**config.mk**
```make
export PLATFORM = sky130hd
export DESIGN_NAME = ilk_tx_burst_top
export DESIGN_NICKNAME = d
export VERILOG_FILES = /design/src/ilk_pkg.sv /design/src/ilk_stream_if.sv /design/src/ilk_tx_burst_top.sv /design/src/ilk_apb_regs.sv /design/src/ilk_burst_framer.sv /design/src/ilk_ready_skid.sv
export SDC_FILE = /design/constraint.sdc
export NUM_CORES = 1
export LEC_CHECK = 0
export BUFFER_PORTS_ARGS = -buffer_cell sky130_fd_sc_hd__buf_4
export CAP_MARGIN = 0
export CORE_MARGIN = 8
export CORE_UTILIZATION = 40
export DETAILED_ROUTE_END_ITERATION = 12
export GPL_ROUTABILITY_DRIVEN = 0
export SLEW_MARGIN = 20
export SYNTH_ARGS = -nofsm -noshare
export SYNTH_HDL_FRONTEND = slang
export SYNTH_HIERARCHICAL = 1
export SYNTH_SLANG_ARGS = --single-unit
```
**constraint.sdc**
```tcl
create_clock -name clk -period 5.9 [get_ports clk]
set_clock_uncertainty 0.1 [all_clocks]
set_input_delay 1.18 -clock clk [delete_from_list [all_inputs] [get_ports clk]]
set_output_delay 1.18 -clock clk [all_outputs]
set_load 0.02 [all_outputs]
```
**src/ilk_pkg.sv**
```systemverilog
/*
 * Interlaken TX burst package
 * sizes, the data/control word views, state and word-type encodings
 * and the APB register map shared by the transmit burst path
 */
package ilk_pkg;

	// word and field sizes
	localparam int ILK_WORD_W  = 64;
	localparam int ILK_BYTES_W = 3;
	localparam int ILK_CHAN_W  = 8;
	// 0 in a burst length field stands for 256 words
	localparam int ILK_BURST_W = 8;
	localparam int ILK_RSVD_W  = ILK_WORD_W - 2 - 1 - 1 - ILK_BYTES_W - ILK_CHAN_W
		- ILK_BURST_W;

	// skid payload: word, ctrl, sop, eop, eop_bytes
	localparam int ILK_PAY_W = ILK_WORD_W + 3 + ILK_BYTES_W;

	// control word types
	localparam logic [1:0] ILK_CTL_OPEN  = 2'b10;
	localparam logic [1:0] ILK_CTL_CLOSE = 2'b01;

	// framer FSM encoding
	localparam int ILK_FSM_W = 2;
	localparam logic [ILK_FSM_W-1:0] ILK_ST_IDLE  = 2'd0;
	localparam logic [ILK_FSM_W-1:0] ILK_ST_BURST = 2'd1;
	localparam logic [ILK_FSM_W-1:0] ILK_ST_CLOSE = 2'd2;

	// APB bus sizes
	localparam int ILK_APB_AW = 8;
	localparam int ILK_APB_DW = 32;

	// register map
	localparam logic [ILK_APB_AW-1:0] ILK_REG_CTRL  = 8'h00;
	localparam logic [ILK_APB_AW-1:0] ILK_REG_BURST = 8'h04;
	localparam logic [ILK_APB_AW-1:0] ILK_REG_DCNT  = 8'h08;
	localparam logic [ILK_APB_AW-1:0] ILK_REG_CCNT  = 8'h0C;

	// CTRL register layout
	localparam int ILK_CTRL_EN_BIT   = 0;
	localparam int ILK_CTRL_CHAN_LSB = 8;

	// burst length after reset
	localparam logic [ILK_BURST_W-1:0] ILK_BURST_RST = 8'd16;

	// control word view, msb first
	typedef struct packed {
		logic [1:0]             ctl_type;
		logic                   sop;
		logic                   eop;
		logic [ILK_BYTES_W-1:0] eop_bytes;
		logic [ILK_CHAN_W-1:0]  chan;
		logic [ILK_BURST_W-1:0] burst_len;
		// stays zero, no CRC24 on this path
		logic [ILK_RSVD_W-1:0]  reserved;
	} ilk_ctrl_t;

	// one word on the wire, seen as payload or as control
	typedef union packed {
		logic [ILK_WORD_W-1:0] data;
		ilk_ctrl_t             ctl;
	} ilk_word_u;

endpackage
```
**src/ilk_stream_if.sv**
```systemverilog
/*
 * Interlaken stream interface
 * ready/valid word stream with per-word control and packet flags
 */
`timescale 1ns/10ps

interface ilk_stream_if;
	import ilk_pkg::*;

	logic                   valid;
	logic                   ready;
	ilk_word_u              word;
	// high for a burst control word
	logic                   ctrl;
	logic                   sop;
	logic                   eop;
	logic [ILK_BYTES_W-1:0] eop_bytes;

	modport source (
		output valid, word, ctrl, sop, eop, eop_bytes,
		input  ready
	);

	modport sink (
		input  valid, word, ctrl, sop, eop, eop_bytes,
		output ready
	);

endinterface

```
**src/ilk_tx_burst_top.sv**
```systemverilog
/*
 * Interlaken TX burst path
 * input skid, burst framer, output skid and APB registers on plain ports
 */
`timescale 1ns/10ps

module ilk_tx_burst_top (
	input  logic                              clk,
	input  logic                              arst,
	input  logic                              psel_i,
	input  logic                              penable_i,
	input  logic                              pwrite_i,
	input  logic [ilk_pkg::ILK_APB_AW-1:0]    paddr_i,
	input  logic [ilk_pkg::ILK_APB_DW-1:0]    pwdata_i,
	output logic [ilk_pkg::ILK_APB_DW-1:0]    prdata_o,
	output logic                              pready_o,
	output logic                              pslverr_o,
	input  logic                              in_valid_i,
	output logic                              in_ready_o,
	input  logic [ilk_pkg::ILK_WORD_W-1:0]    in_data_i,
	input  logic                              in_sop_i,
	input  logic                              in_eop_i,
	input  logic [ilk_pkg::ILK_BYTES_W-1:0]   in_eop_bytes_i,
	output logic                              out_valid_o,
	input  logic                              out_ready_i,
	output logic [ilk_pkg::ILK_WORD_W-1:0]    out_data_o,
	output logic                              out_ctrl_o,
	output logic                              out_sop_o,
	output logic                              out_eop_o
);
	import ilk_pkg::*;

	logic                   enable;
	logic [ILK_CHAN_W-1:0]  chan;
	logic [ILK_BURST_W-1:0] burst_max;

	// port side streams
	ilk_stream_if s_port_in ();
	ilk_stream_if s_port_out ();
	// skid_in to framer, framer to skid_out
	ilk_stream_if s_in ();
	ilk_stream_if s_fr ();

	// input ports onto the stream, all input words are data
	assign s_port_in.valid     = in_valid_i;
	assign s_port_in.word      = in_data_i;
	assign s_port_in.ctrl      = 1'b0;
	assign s_port_in.sop       = in_sop_i;
	assign s_port_in.eop       = in_eop_i;
	assign s_port_in.eop_bytes = in_eop_bytes_i;
	assign in_ready_o          = s_port_in.ready;

	// output stream onto the ports, byte count rides in the closing word
	assign out_valid_o      = s_port_out.valid;
	assign out_data_o       = s_port_out.word.data;
	assign out_ctrl_o       = s_port_out.ctrl;
	assign out_sop_o        = s_port_out.sop;
	assign out_eop_o        = s_port_out.eop;
	assign s_port_out.ready = out_ready_i;

	ilk_ready_skid skid_in (
		.clk  (clk),
		.arst (arst),
		.up_i (s_port_in),
		.dn_o (s_in)
	);

	ilk_burst_framer u_framer (
		.clk         (clk),
		.arst        (arst),
		.enable_i    (enable),
		.chan_i      (chan),
		.burst_max_i (burst_max),
		.in_i        (s_in),
		.out_o       (s_fr)
	);

	ilk_ready_skid skid_out (
		.clk  (clk),
		.arst (arst),
		.up_i (s_fr),
		.dn_o (s_port_out)
	);

	ilk_apb_regs u_regs (
		.clk         (clk),
		.arst        (arst),
		.psel_i      (psel_i),
		.penable_i   (penable_i),
		.pwrite_i    (pwrite_i),
		.paddr_i     (paddr_i),
		.pwdata_i    (pwdata_i),
		.prdata_o    (prdata_o),
		.pready_o    (pready_o),
		.pslverr_o   (pslverr_o),
		.out_fire_i  (out_valid_o & out_ready_i),
		.out_ctrl_i  (out_ctrl_o),
		.enable_o    (enable),
		.chan_o      (chan),
		.burst_max_o (burst_max)
	);

endmodule

```
**src/ilk_apb_regs.sv**
```systemverilog
/*
 * Interlaken TX register block
 * APB access to enable, channel and burst limit, plus counters of the
 * data and control words leaving the path
 */
`timescale 1ns/10ps

module ilk_apb_regs (
	input  logic                             clk,
	input  logic                             arst,
	input  logic                             psel_i,
	input  logic                             penable_i,
	input  logic                             pwrite_i,
	input  logic [ilk_pkg::ILK_APB_AW-1:0]   paddr_i,
	input  logic [ilk_pkg::ILK_APB_DW-1:0]   pwdata_i,
	output logic [ilk_pkg::ILK_APB_DW-1:0]   prdata_o,
	output logic                             pready_o,
	output logic                             pslverr_o,
	input  logic                             out_fire_i,
	input  logic                             out_ctrl_i,
	output logic                             enable_o,
	output logic [ilk_pkg::ILK_CHAN_W-1:0]   chan_o,
	output logic [ilk_pkg::ILK_BURST_W-1:0]  burst_max_o
);
	import ilk_pkg::*;

	logic                   access;
	logic                   wr;
	logic                   mapped;
	logic                   cnt_clr;
	logic                   en_q;
	logic [ILK_CHAN_W-1:0]  chan_q;
	logic [ILK_BURST_W-1:0] burst_q;
	logic [ILK_APB_DW-1:0]  dcnt_q;
	logic [ILK_APB_DW-1:0]  ccnt_q;

	// access phase of a transfer
	assign access  = psel_i & penable_i;
	assign wr      = access & pwrite_i;
	assign mapped  = (paddr_i == ILK_REG_CTRL) || (paddr_i == ILK_REG_BURST) ||
		(paddr_i == ILK_REG_DCNT) || (paddr_i == ILK_REG_CCNT);
	// either counter address clears both
	assign cnt_clr = wr & ((paddr_i == ILK_REG_DCNT) || (paddr_i == ILK_REG_CCNT));

	// no wait states
	assign pready_o  = 1'b1;
	assign pslverr_o = access & ~mapped;

	always_ff @(posedge clk or posedge arst) begin
		if (arst) begin
			en_q    <= 1'b0;
			chan_q  <= '0;
			burst_q <= ILK_BURST_RST;
		end else if (wr) begin
			if (paddr_i == ILK_REG_CTRL) begin
				en_q   <= pwdata_i[ILK_CTRL_EN_BIT];
				chan_q <= pwdata_i[ILK_CTRL_CHAN_LSB +: ILK_CHAN_W];
			end
			if (paddr_i == ILK_REG_BURST) begin
				burst_q <= pwdata_i[ILK_BURST_W-1:0];
			end
		end
	end

	// output word counters, clear beats a count in the same cycle
	always_ff @(posedge clk or posedge arst) begin
		if (arst) begin
			dcnt_q <= '0;
			ccnt_q <= '0;
		end else if (cnt_clr) begin
			dcnt_q <= '0;
			ccnt_q <= '0;
		end else if (out_fire_i) begin
			if (out_ctrl_i) begin
				ccnt_q <= ccnt_q + 1'b1;
			end else begin
				dcnt_q <= dcnt_q + 1'b1;
			end
		end
	end

	// read mux, unmapped reads give zero
	always_comb begin
		prdata_o = '0;
		case (paddr_i)
			ILK_REG_CTRL: begin
				prdata_o[ILK_CTRL_EN_BIT]                  = en_q;
				prdata_o[ILK_CTRL_CHAN_LSB +: ILK_CHAN_W] = chan_q;
			end
			ILK_REG_BURST: prdata_o[ILK_BURST_W-1:0] = burst_q;
			ILK_REG_DCNT:  prdata_o = dcnt_q;
			ILK_REG_CCNT:  prdata_o = ccnt_q;
			default:       prdata_o = '0;
		endcase
	end

	assign enable_o    = en_q;
	assign chan_o      = chan_q;
	assign burst_max_o = burst_q;

endmodule

```
**src/ilk_burst_framer.sv**
```systemverilog
/*
 * Interlaken burst framer
 * splits packets into bursts of up to burst_max words, puts an opening
 * control word ahead of each burst and a closing word after eop
 */
`timescale 1ns/10ps

module ilk_burst_framer (
	input logic                             clk,
	input logic                             arst,
	input logic                             enable_i,
	input logic [ilk_pkg::ILK_CHAN_W-1:0]   chan_i,
	input logic [ilk_pkg::ILK_BURST_W-1:0]  burst_max_i,
	ilk_stream_if.sink                      in_i,
	ilk_stream_if.source                    out_o
);
	import ilk_pkg::*;

	logic [ILK_FSM_W-1:0]   state_q;
	// a packet has started and its closing word is not out yet
	logic                   pkt_q;
	// data words sent in the current burst
	logic [ILK_BURST_W-1:0] cnt_q;
	logic [ILK_BURST_W-1:0] cnt_nxt;
	// burst limit taken when the burst opened
	logic [ILK_BURST_W-1:0] max_q;
	logic [ILK_BYTES_W-1:0] bytes_q;
	ilk_word_u              cw;
	logic                   in_fire;
	logic                   out_fire;

	// wraps to 0 at 256, same coding as the burst length field
	assign cnt_nxt  = cnt_q + 1'b1;
	assign in_fire  = in_i.valid & in_i.ready;
	assign out_fire = out_o.valid & out_o.ready;

	// control word for the current state
	always_comb begin
		cw          = '0;
		cw.ctl.chan = chan_i;
		if (state_q == ILK_ST_CLOSE) begin
			cw.ctl.ctl_type  = ILK_CTL_CLOSE;
			cw.ctl.eop       = 1'b1;
			cw.ctl.eop_bytes = bytes_q;
			// real length of the last burst
			cw.ctl.burst_len = cnt_q;
		end else begin
			cw.ctl.ctl_type  = ILK_CTL_OPEN;
			cw.ctl.sop       = ~pkt_q;
			// remaining length unknown here, announce the limit
			cw.ctl.burst_len = burst_max_i;
		end
	end

	// output mux and input ready
	always_comb begin
		out_o.valid     = 1'b0;
		out_o.word      = cw;
		out_o.ctrl      = 1'b1;
		out_o.sop       = cw.ctl.sop;
		out_o.eop       = cw.ctl.eop;
		out_o.eop_bytes = cw.ctl.eop_bytes;
		in_i.ready      = 1'b0;
		case (state_q)
			ILK_ST_BURST: begin
				out_o.valid     = in_i.valid;
				out_o.word      = in_i.word;
				out_o.ctrl      = in_i.ctrl;
				out_o.sop       = in_i.sop;
				out_o.eop       = in_i.eop;
				out_o.eop_bytes = in_i.eop_bytes;
				in_i.ready      = out_o.ready;
			end
			ILK_ST_CLOSE: begin
				out_o.valid = 1'b1;
			end
			default: begin
				// open only once data waits, a started packet ignores enable
				out_o.valid = in_i.valid & (enable_i | pkt_q);
				// nothing waiting yet, let the input skid take a word
				in_i.ready  = ~in_i.valid & (enable_i | pkt_q);
			end
		endcase
	end

	always_ff @(posedge clk or posedge arst) begin
		if (arst) begin
			state_q <= ILK_ST_IDLE;
			pkt_q   <= 1'b0;
			cnt_q   <= '0;
			max_q   <= ILK_BURST_RST;
		end else begin
			case (state_q)
				ILK_ST_BURST: begin
					if (in_fire) begin
						cnt_q <= cnt_nxt;
						// eop wins over a full burst
						if (in_i.eop) begin
							state_q <= ILK_ST_CLOSE;
						end else if (cnt_nxt == max_q) begin
							state_q <= ILK_ST_IDLE;
						end
					end
				end
				ILK_ST_CLOSE: begin
					if (out_fire) begin
						state_q <= ILK_ST_IDLE;
						pkt_q   <= 1'b0;
					end
				end
				default: begin
					// opening word accepted
					if (out_fire) begin
						state_q <= ILK_ST_BURST;
						pkt_q   <= 1'b1;
						cnt_q   <= '0;
						max_q   <= burst_max_i;
					end
				end
			endcase
		end
	end

	// byte count of the last word, for the closing word
	always_ff @(posedge clk) begin
		if (in_fire && in_i.eop) begin
			bytes_q <= in_i.eop_bytes;
		end
	end

endmodule

```
**src/ilk_ready_skid.sv**
```systemverilog
/*
 * Ready/valid skid stage
 * registered ready toward the source, main plus backup word storage
 * so nothing is dropped while the ready change travels upstream
 */
`timescale 1ns/10ps

module ilk_ready_skid (
	input logic        clk,
	input logic        arst,
	ilk_stream_if.sink   up_i,
	ilk_stream_if.source dn_o
);
	import ilk_pkg::*;

	logic [ILK_PAY_W-1:0] up_pay;
	logic [ILK_PAY_W-1:0] main_q;
	logic [ILK_PAY_W-1:0] backup_q;
	logic                 backup_valid_q;

	// output copies drive the ports
	logic                 ready_q;
	logic                 valid_q;
	// twin copies feed the internal decisions, cuts fanout on the port flops
	logic                 ready_dup_q;
	logic                 valid_dup_q;

	logic                 main_leave;
	logic                 up_take;
	logic                 to_main;

	assign up_pay = {up_i.word, up_i.ctrl, up_i.sop, up_i.eop, up_i.eop_bytes};

	assign main_leave = valid_dup_q & dn_o.ready;
	assign up_take    = ready_dup_q & up_i.valid;
	// main slot is free this edge or empties this edge
	assign to_main    = dn_o.ready | ~valid_dup_q;

	always_ff @(posedge clk or posedge arst) begin
		if (arst) begin
			ready_q        <= 1'b0;
			ready_dup_q    <= 1'b0;
			valid_q        <= 1'b0;
			valid_dup_q    <= 1'b0;
			backup_valid_q <= 1'b0;
		end else begin
			ready_q     <= dn_o.ready;
			ready_dup_q <= dn_o.ready;

			if (main_leave) begin
				if (backup_valid_q) begin
					// backup moves up, main stays valid
					backup_valid_q <= 1'b0;
				end else begin
					valid_q     <= 1'b0;
					valid_dup_q <= 1'b0;
				end
			end

			if (up_take) begin
				if (to_main) begin
					valid_q     <= 1'b1;
					valid_dup_q <= 1'b1;
				end else begin
					// stalled output, park the word and hold off the source
					backup_valid_q <= 1'b1;
					ready_q        <= 1'b0;
					ready_dup_q    <= 1'b0;
				end
			end
		end
	end

	// word storage
	always_ff @(posedge clk) begin
		if (main_leave && backup_valid_q) begin
			main_q <= backup_q;
		end
		if (up_take) begin
			if (to_main) begin
				main_q <= up_pay;
			end else begin
				backup_q <= up_pay;
			end
		end
	end

	assign up_i.ready     = ready_q;
	assign dn_o.valid     = valid_q;
	assign dn_o.word      = main_q[ILK_PAY_W-1 -: ILK_WORD_W];
	assign dn_o.ctrl      = main_q[ILK_BYTES_W+2];
	assign dn_o.sop       = main_q[ILK_BYTES_W+1];
	assign dn_o.eop       = main_q[ILK_BYTES_W];
	assign dn_o.eop_bytes = main_q[ILK_BYTES_W-1:0];

endmodule

```
Word level (Yosys, flattened, before mapping)
Index checks and enable logic that the tools add are counted.
Word-level totals
  register bits after elaboration: 390
  output and inout bits: 103
Cells by class
  add/sub/neg operators: 3
  equality and inequality tests: 10
  mux-type cells: 65
  bitwise gates (word level): 25
  reductions and logical operators: 22
Operators with widths (count)
  $mux W70: 6
  $mux W32: 6
  $add A32 B1 Y32 const B: 2
  $mux W64: 1
  $mux W1: 32
  $pmux W16 S2: 1
  $mux W8: 3
  $pmux W8 S3: 1
  $pmux W7 S3: 1
  $eq A8 B4 Y1 const B: 2
  $pmux W8 S2: 1
  $reduce_and A2 Y1: 8
  $and A1 B1 Y1: 12
  $mux W2: 6
  $not A1 Y1: 10
  $add A8 B1 Y8 const B: 1
  $eq A8 B3 Y1 const B: 1
  $eq A8 B8 Y1: 1
  $logic_not A8 Y1: 1
  $ne A2 B1 Y1 const B: 3
  $pmux W1 S2: 3
  $reduce_bool A2 Y1: 3
  $logic_or A1 B1 Y1: 4
  $mux W4: 1
  other kinds (11): 15

Logic depth before layout (Yosys ltp)
  depth in word-level cells: 8
  mapped depth: 12
  depth with buffers taken out: 7

Hierarchy
Netlist, hierarchy kept.
By module, submodules not included
  ilk_ready_skid: instances 2, cells each 477, area an instance 5196.2 sq um, sequential area each 3603.5 sq um
  ilk_apb_regs: instances 1, cells each 483, area an instance 4655.7 sq um, sequential area each 2028.2 sq um
  ilk_burst_framer: instances 1, cells each 228, area an instance 1959.4 sq um, sequential area each 566.8 sq um
  ilk_tx_burst_top: instances 1, cells each 2, area an instance 10.0 sq um, sequential area each 0.0 sq um

Worst setup path before layout
Ideal clock, no wire load.
  path kind: input to register
  start point: in out_ready_i
  end point: reg skid_out.backup_q[0] (enable)
  library setup time: 437 ps
  data arrival time: 3146 ps
  data required time: 5363 ps
  setup slack: 2217 ps
  stages on the path: 3
  path through: nor2b_1 buf_2 and3_1
Between the ends
  word-level cells in the longest chain between the ends: 3
Ends and longest elaborated chain
  start, declared: line ilk_tx_burst_top.sv:25  | input logic out_ready_i,
  $or A1 B1 Y1: line ilk_ready_skid.sv:37  | assign to_main = dn_o.ready | ~valid_dup_q;
  $not A1 Y1 (no source line)
  $reduce_and A2 Y1 (no source line)
  end signal, assigned: line ilk_ready_skid.sv:83  | backup_q <= up_pay;
  end, declared: line ilk_ready_skid.sv:18  | logic [ILK_PAY_W-1:0] backup_q;
No other way between the ends.
A chain may end at the register's enable or synchronous reset.

Final worst setup path
  start point: in paddr_i[5] (netlist bit)
  end point: out prdata_o[23] (netlist bit)
Between the ends
  word-level cells in the longest chain between the ends: 2
  elaborated cells between the ends (all ways): 3
Ends and longest elaborated chain
  start, declared: line ilk_tx_burst_top.sv:13  | input logic [ilk_pkg::ILK_APB_AW-1:0] paddr_i,
  $eq A8 B4 Y1: line ilk_apb_regs.sv:85  | case (paddr_i)
  $pmux W16 S2 *: line ilk_apb_regs.sv:85
  end, declared: line ilk_tx_burst_top.sv:15  | output logic [ilk_pkg::ILK_APB_DW-1:0] prdata_o,
Every way passes the cells marked *; elsewhere a longest branch is shown, timed or not.

==> summary.txt <==
Synthesis
  – Syn Area/Cell: 10.20 sq um
  – Syn Inst Count: 1,646
  – Mapped cell area: 16,780 sq um
  – Syn. warnings: 6

Final layout
  – Nets: 1,909
  – Most frequent cells in the layout: nand2_1, buf_4, nor3_1
  – Fraction of layout instances using a drive strength above 1: about a fifth
  – Syn-to-layout area delta: 18.98%
  – Most common cell after layout, fill and taps aside: nand2_1
  – Final cell count without fillers: 2,364

Critical path
  – Max FO, Critical Path: 18
  – Required time worst endpoint: 4.62 ns
  – Most frequent CP cell: buf_4
  – Worst path max stage delay: 0.29 ns
  – CP Cell Sequence: buf_4, nor4_4, nand2_2, inv_1, nand2_1, nor2_1, buf_4
  – WP buf/inv: 3
  – Critical Path AT: 2.66 ns
  – CP top delay family: simple AND/OR/NAND/NOR gates
  – CP max-delay cell: nor4_4
  – Startpoint Class: input port
  – Critical path class: input port to primary output
  – Worst Setup End Kind: primary output

Worst hold path
  – Worst Hold Class: flip-flop to flip-flop

Clock tree
  – CTS Hold Bufs: 0
  – Sink Count: between 300 and 400
  – Root Buffer: clkbuf_16
  – Number of buffers created by CTS: 43
  – Clock buffer depth: 3
  – Worst-path clk slew: ~0.05 ns
  – Post-CTS Resized: 0
  – Postcts setup bufs: 0
  – Clock Latency Late Sink: about 0.56 ns
  – CTS HTree Levels: 2
  – CTS tree: yes

Placed design
  – DP HPWL: 29.62 mm
  – IO buf count: 201
  – Post-Place Cells: 2,281

Pwr
  – Pwr Total: 9858 uW
  – Maximum VDD drop: 0.3093 mV
  – Static Leak: approximately 0.0084 uW
  – PwrDens: approximately 500 nW/um^2

Global route
  – Global-route wire length before repair: 74.31 mm
  – Gr ovfl total: 0
  – Vias in the first global route: 12,870
  – Antenna violations before repair: 5
  – Largest net degree at the start of global routing: 88
  – GRT Util Overall: 18.74%

Timing
  – Fin crit period: 3.936 ns
  – Hold slack final: 0.3286 ns
  – Worst-Margin Slew: 1.095 ns
  – Final hold viol count: 0
  – Fmax: 254.1 MHz
  – Max Transition Viols Final: 0
  – Sum Neg Setup Slack: 0 ns
  – Final period utilization: 66.71%
  – Rel. slew slack: 26.99%
  – RSZ-0062 raised after global routing: false
  – Final setup violation count: 0

Floorplan
  – Core Footprint: 41,670 sq um
  – Die span in x: 220.8 um
  – Row count: between 70 and 80
  – # IOs: between 200 and 250
  – Chip height: 220.8 um
  – Die Area: about 50,000 sq um
  – Starting Density: 40.29%

Outcome
  – Outcome: complete, no violations

Drt
  – DRC errors left: 0
  – Vias/cell: 5.427
  – Iter 0 DRT Violations: between 800 and 900
  – Post-route antenna net violation count: 0
  – Vias: 12,830
  – Detailed Route WL: 47.10 mm
  – Router iterations before antenna repair: 5
  – Post-DR wirelength/cell: 19.92 um

Flow run
  – Max-cap viol count: 0
## worst register-to-register path, stage by stage, from the launching register on
cell and delay (ns):
dfrtp_1 0.42, inv_1 0.10, ha_1 0.39, nand2_1 0.08, o21ai_0 0.34, nor2b_4 0.22
buf_4 0.74, and3_4 1.05
## worst paths after layout
| kind | startpoint | endpoint | slack (ns) | depth (start not counted) |
|---|---|---|---|---|
| setup / recovery | paddr_i[5] | prdata_o[23] | 1.96 | 7 |
| hold / removal | skid_in/main_q[0]$_DFF_P_ | u_framer/bytes_q[0]$_DFFE_PP_ | 0.33 | 0 |
| hold reg to reg | skid_in/main_q[0]$_DFF_P_ | u_framer/bytes_q[0]$_DFFE_PP_ | 0.33 | 0 |
| max in group asynchronous | arst | u_regs/chan_o[0]$_DFFE_PP0P_ | 3.88 | 3 |
| setup reg to reg | u_framer/state_q[0]$_DFFE_PP0P_ | skid_in/backup_q[62]$_DFFE_PP_ | 2.04 | 7 |
| min in group asynchronous | arst | skid_in/backup_valid_q$_DFF_PP0_ | 0.45 | 2 |
## registers in the layout (all words and copies together) (netlist names)
name,flops
skid_out/main_q,67
skid_out/ready_dup_q,1
u_framer/pkt_q,1
skid_in/backup_q,70
skid_in/dn_o.valid,1
skid_in/valid_dup_q,1
u_framer/bytes_q,3
skid_out/backup_q,67
u_framer/state_q,2
skid_out/backup_valid_q,1
skid_in/main_q,70
u_regs/ccnt_q,32
skid_in/backup_valid_q,1
skid_out/dn_o.valid,1
u_framer/cnt_q,8
u_regs/chan_o,8
u_regs/dcnt_q,32
u_regs/burst_max_o,8
skid_out/valid_dup_q,1
skid_in/ready_dup_q,1
u_regs/enable_o,1
u_framer/max_q,8
## where the power goes
part	switching [uW]	internal, uW
clock network	1080	1570
registers	431	3570
logic	2020	1180
total	3540	6320
## per-layer routing
metal	global-route usage, %	up-vias	wire [um]
li1	-	6087	-
met1	25.51	6309	21230
met2	29.36	360	21850
met3	3.902	69	2831
met4	6.608	4	1166
met5	0	-	25
## layout make-up
type | count | area [sq um]
fill | 3896 | 21690
clock inverter | 10 | 91.34
clock buffer | 70 | 1319
multi-input combinational | 1125 | 6535
timing repair buffer | 215 | 1627
tap | 539 | 674.4
inverter | 18 | 67.56
sequential | 385 | 9652
antenna | 2 | 5.005
## metrics by stage
| step | util (%) | area, sq um | setup slack (ns) |
|---|---|---|---|
| 2_1_floorplan | - | 16790 | 2.234 |
| 3_3_place_gp | 44.47 | 18530 | 2.006 |
| 3_5_place_dp | 44.47 | 18530 | 1.959 |
| 4_1_cts | 47.85 | 19940 | 1.951 |
| 5_1_grt | 47.93 | 19970 | 1.775 |
| 6_report | 47.93 | 19970 | 1.964 |
(Power assumes the default switching activity.)
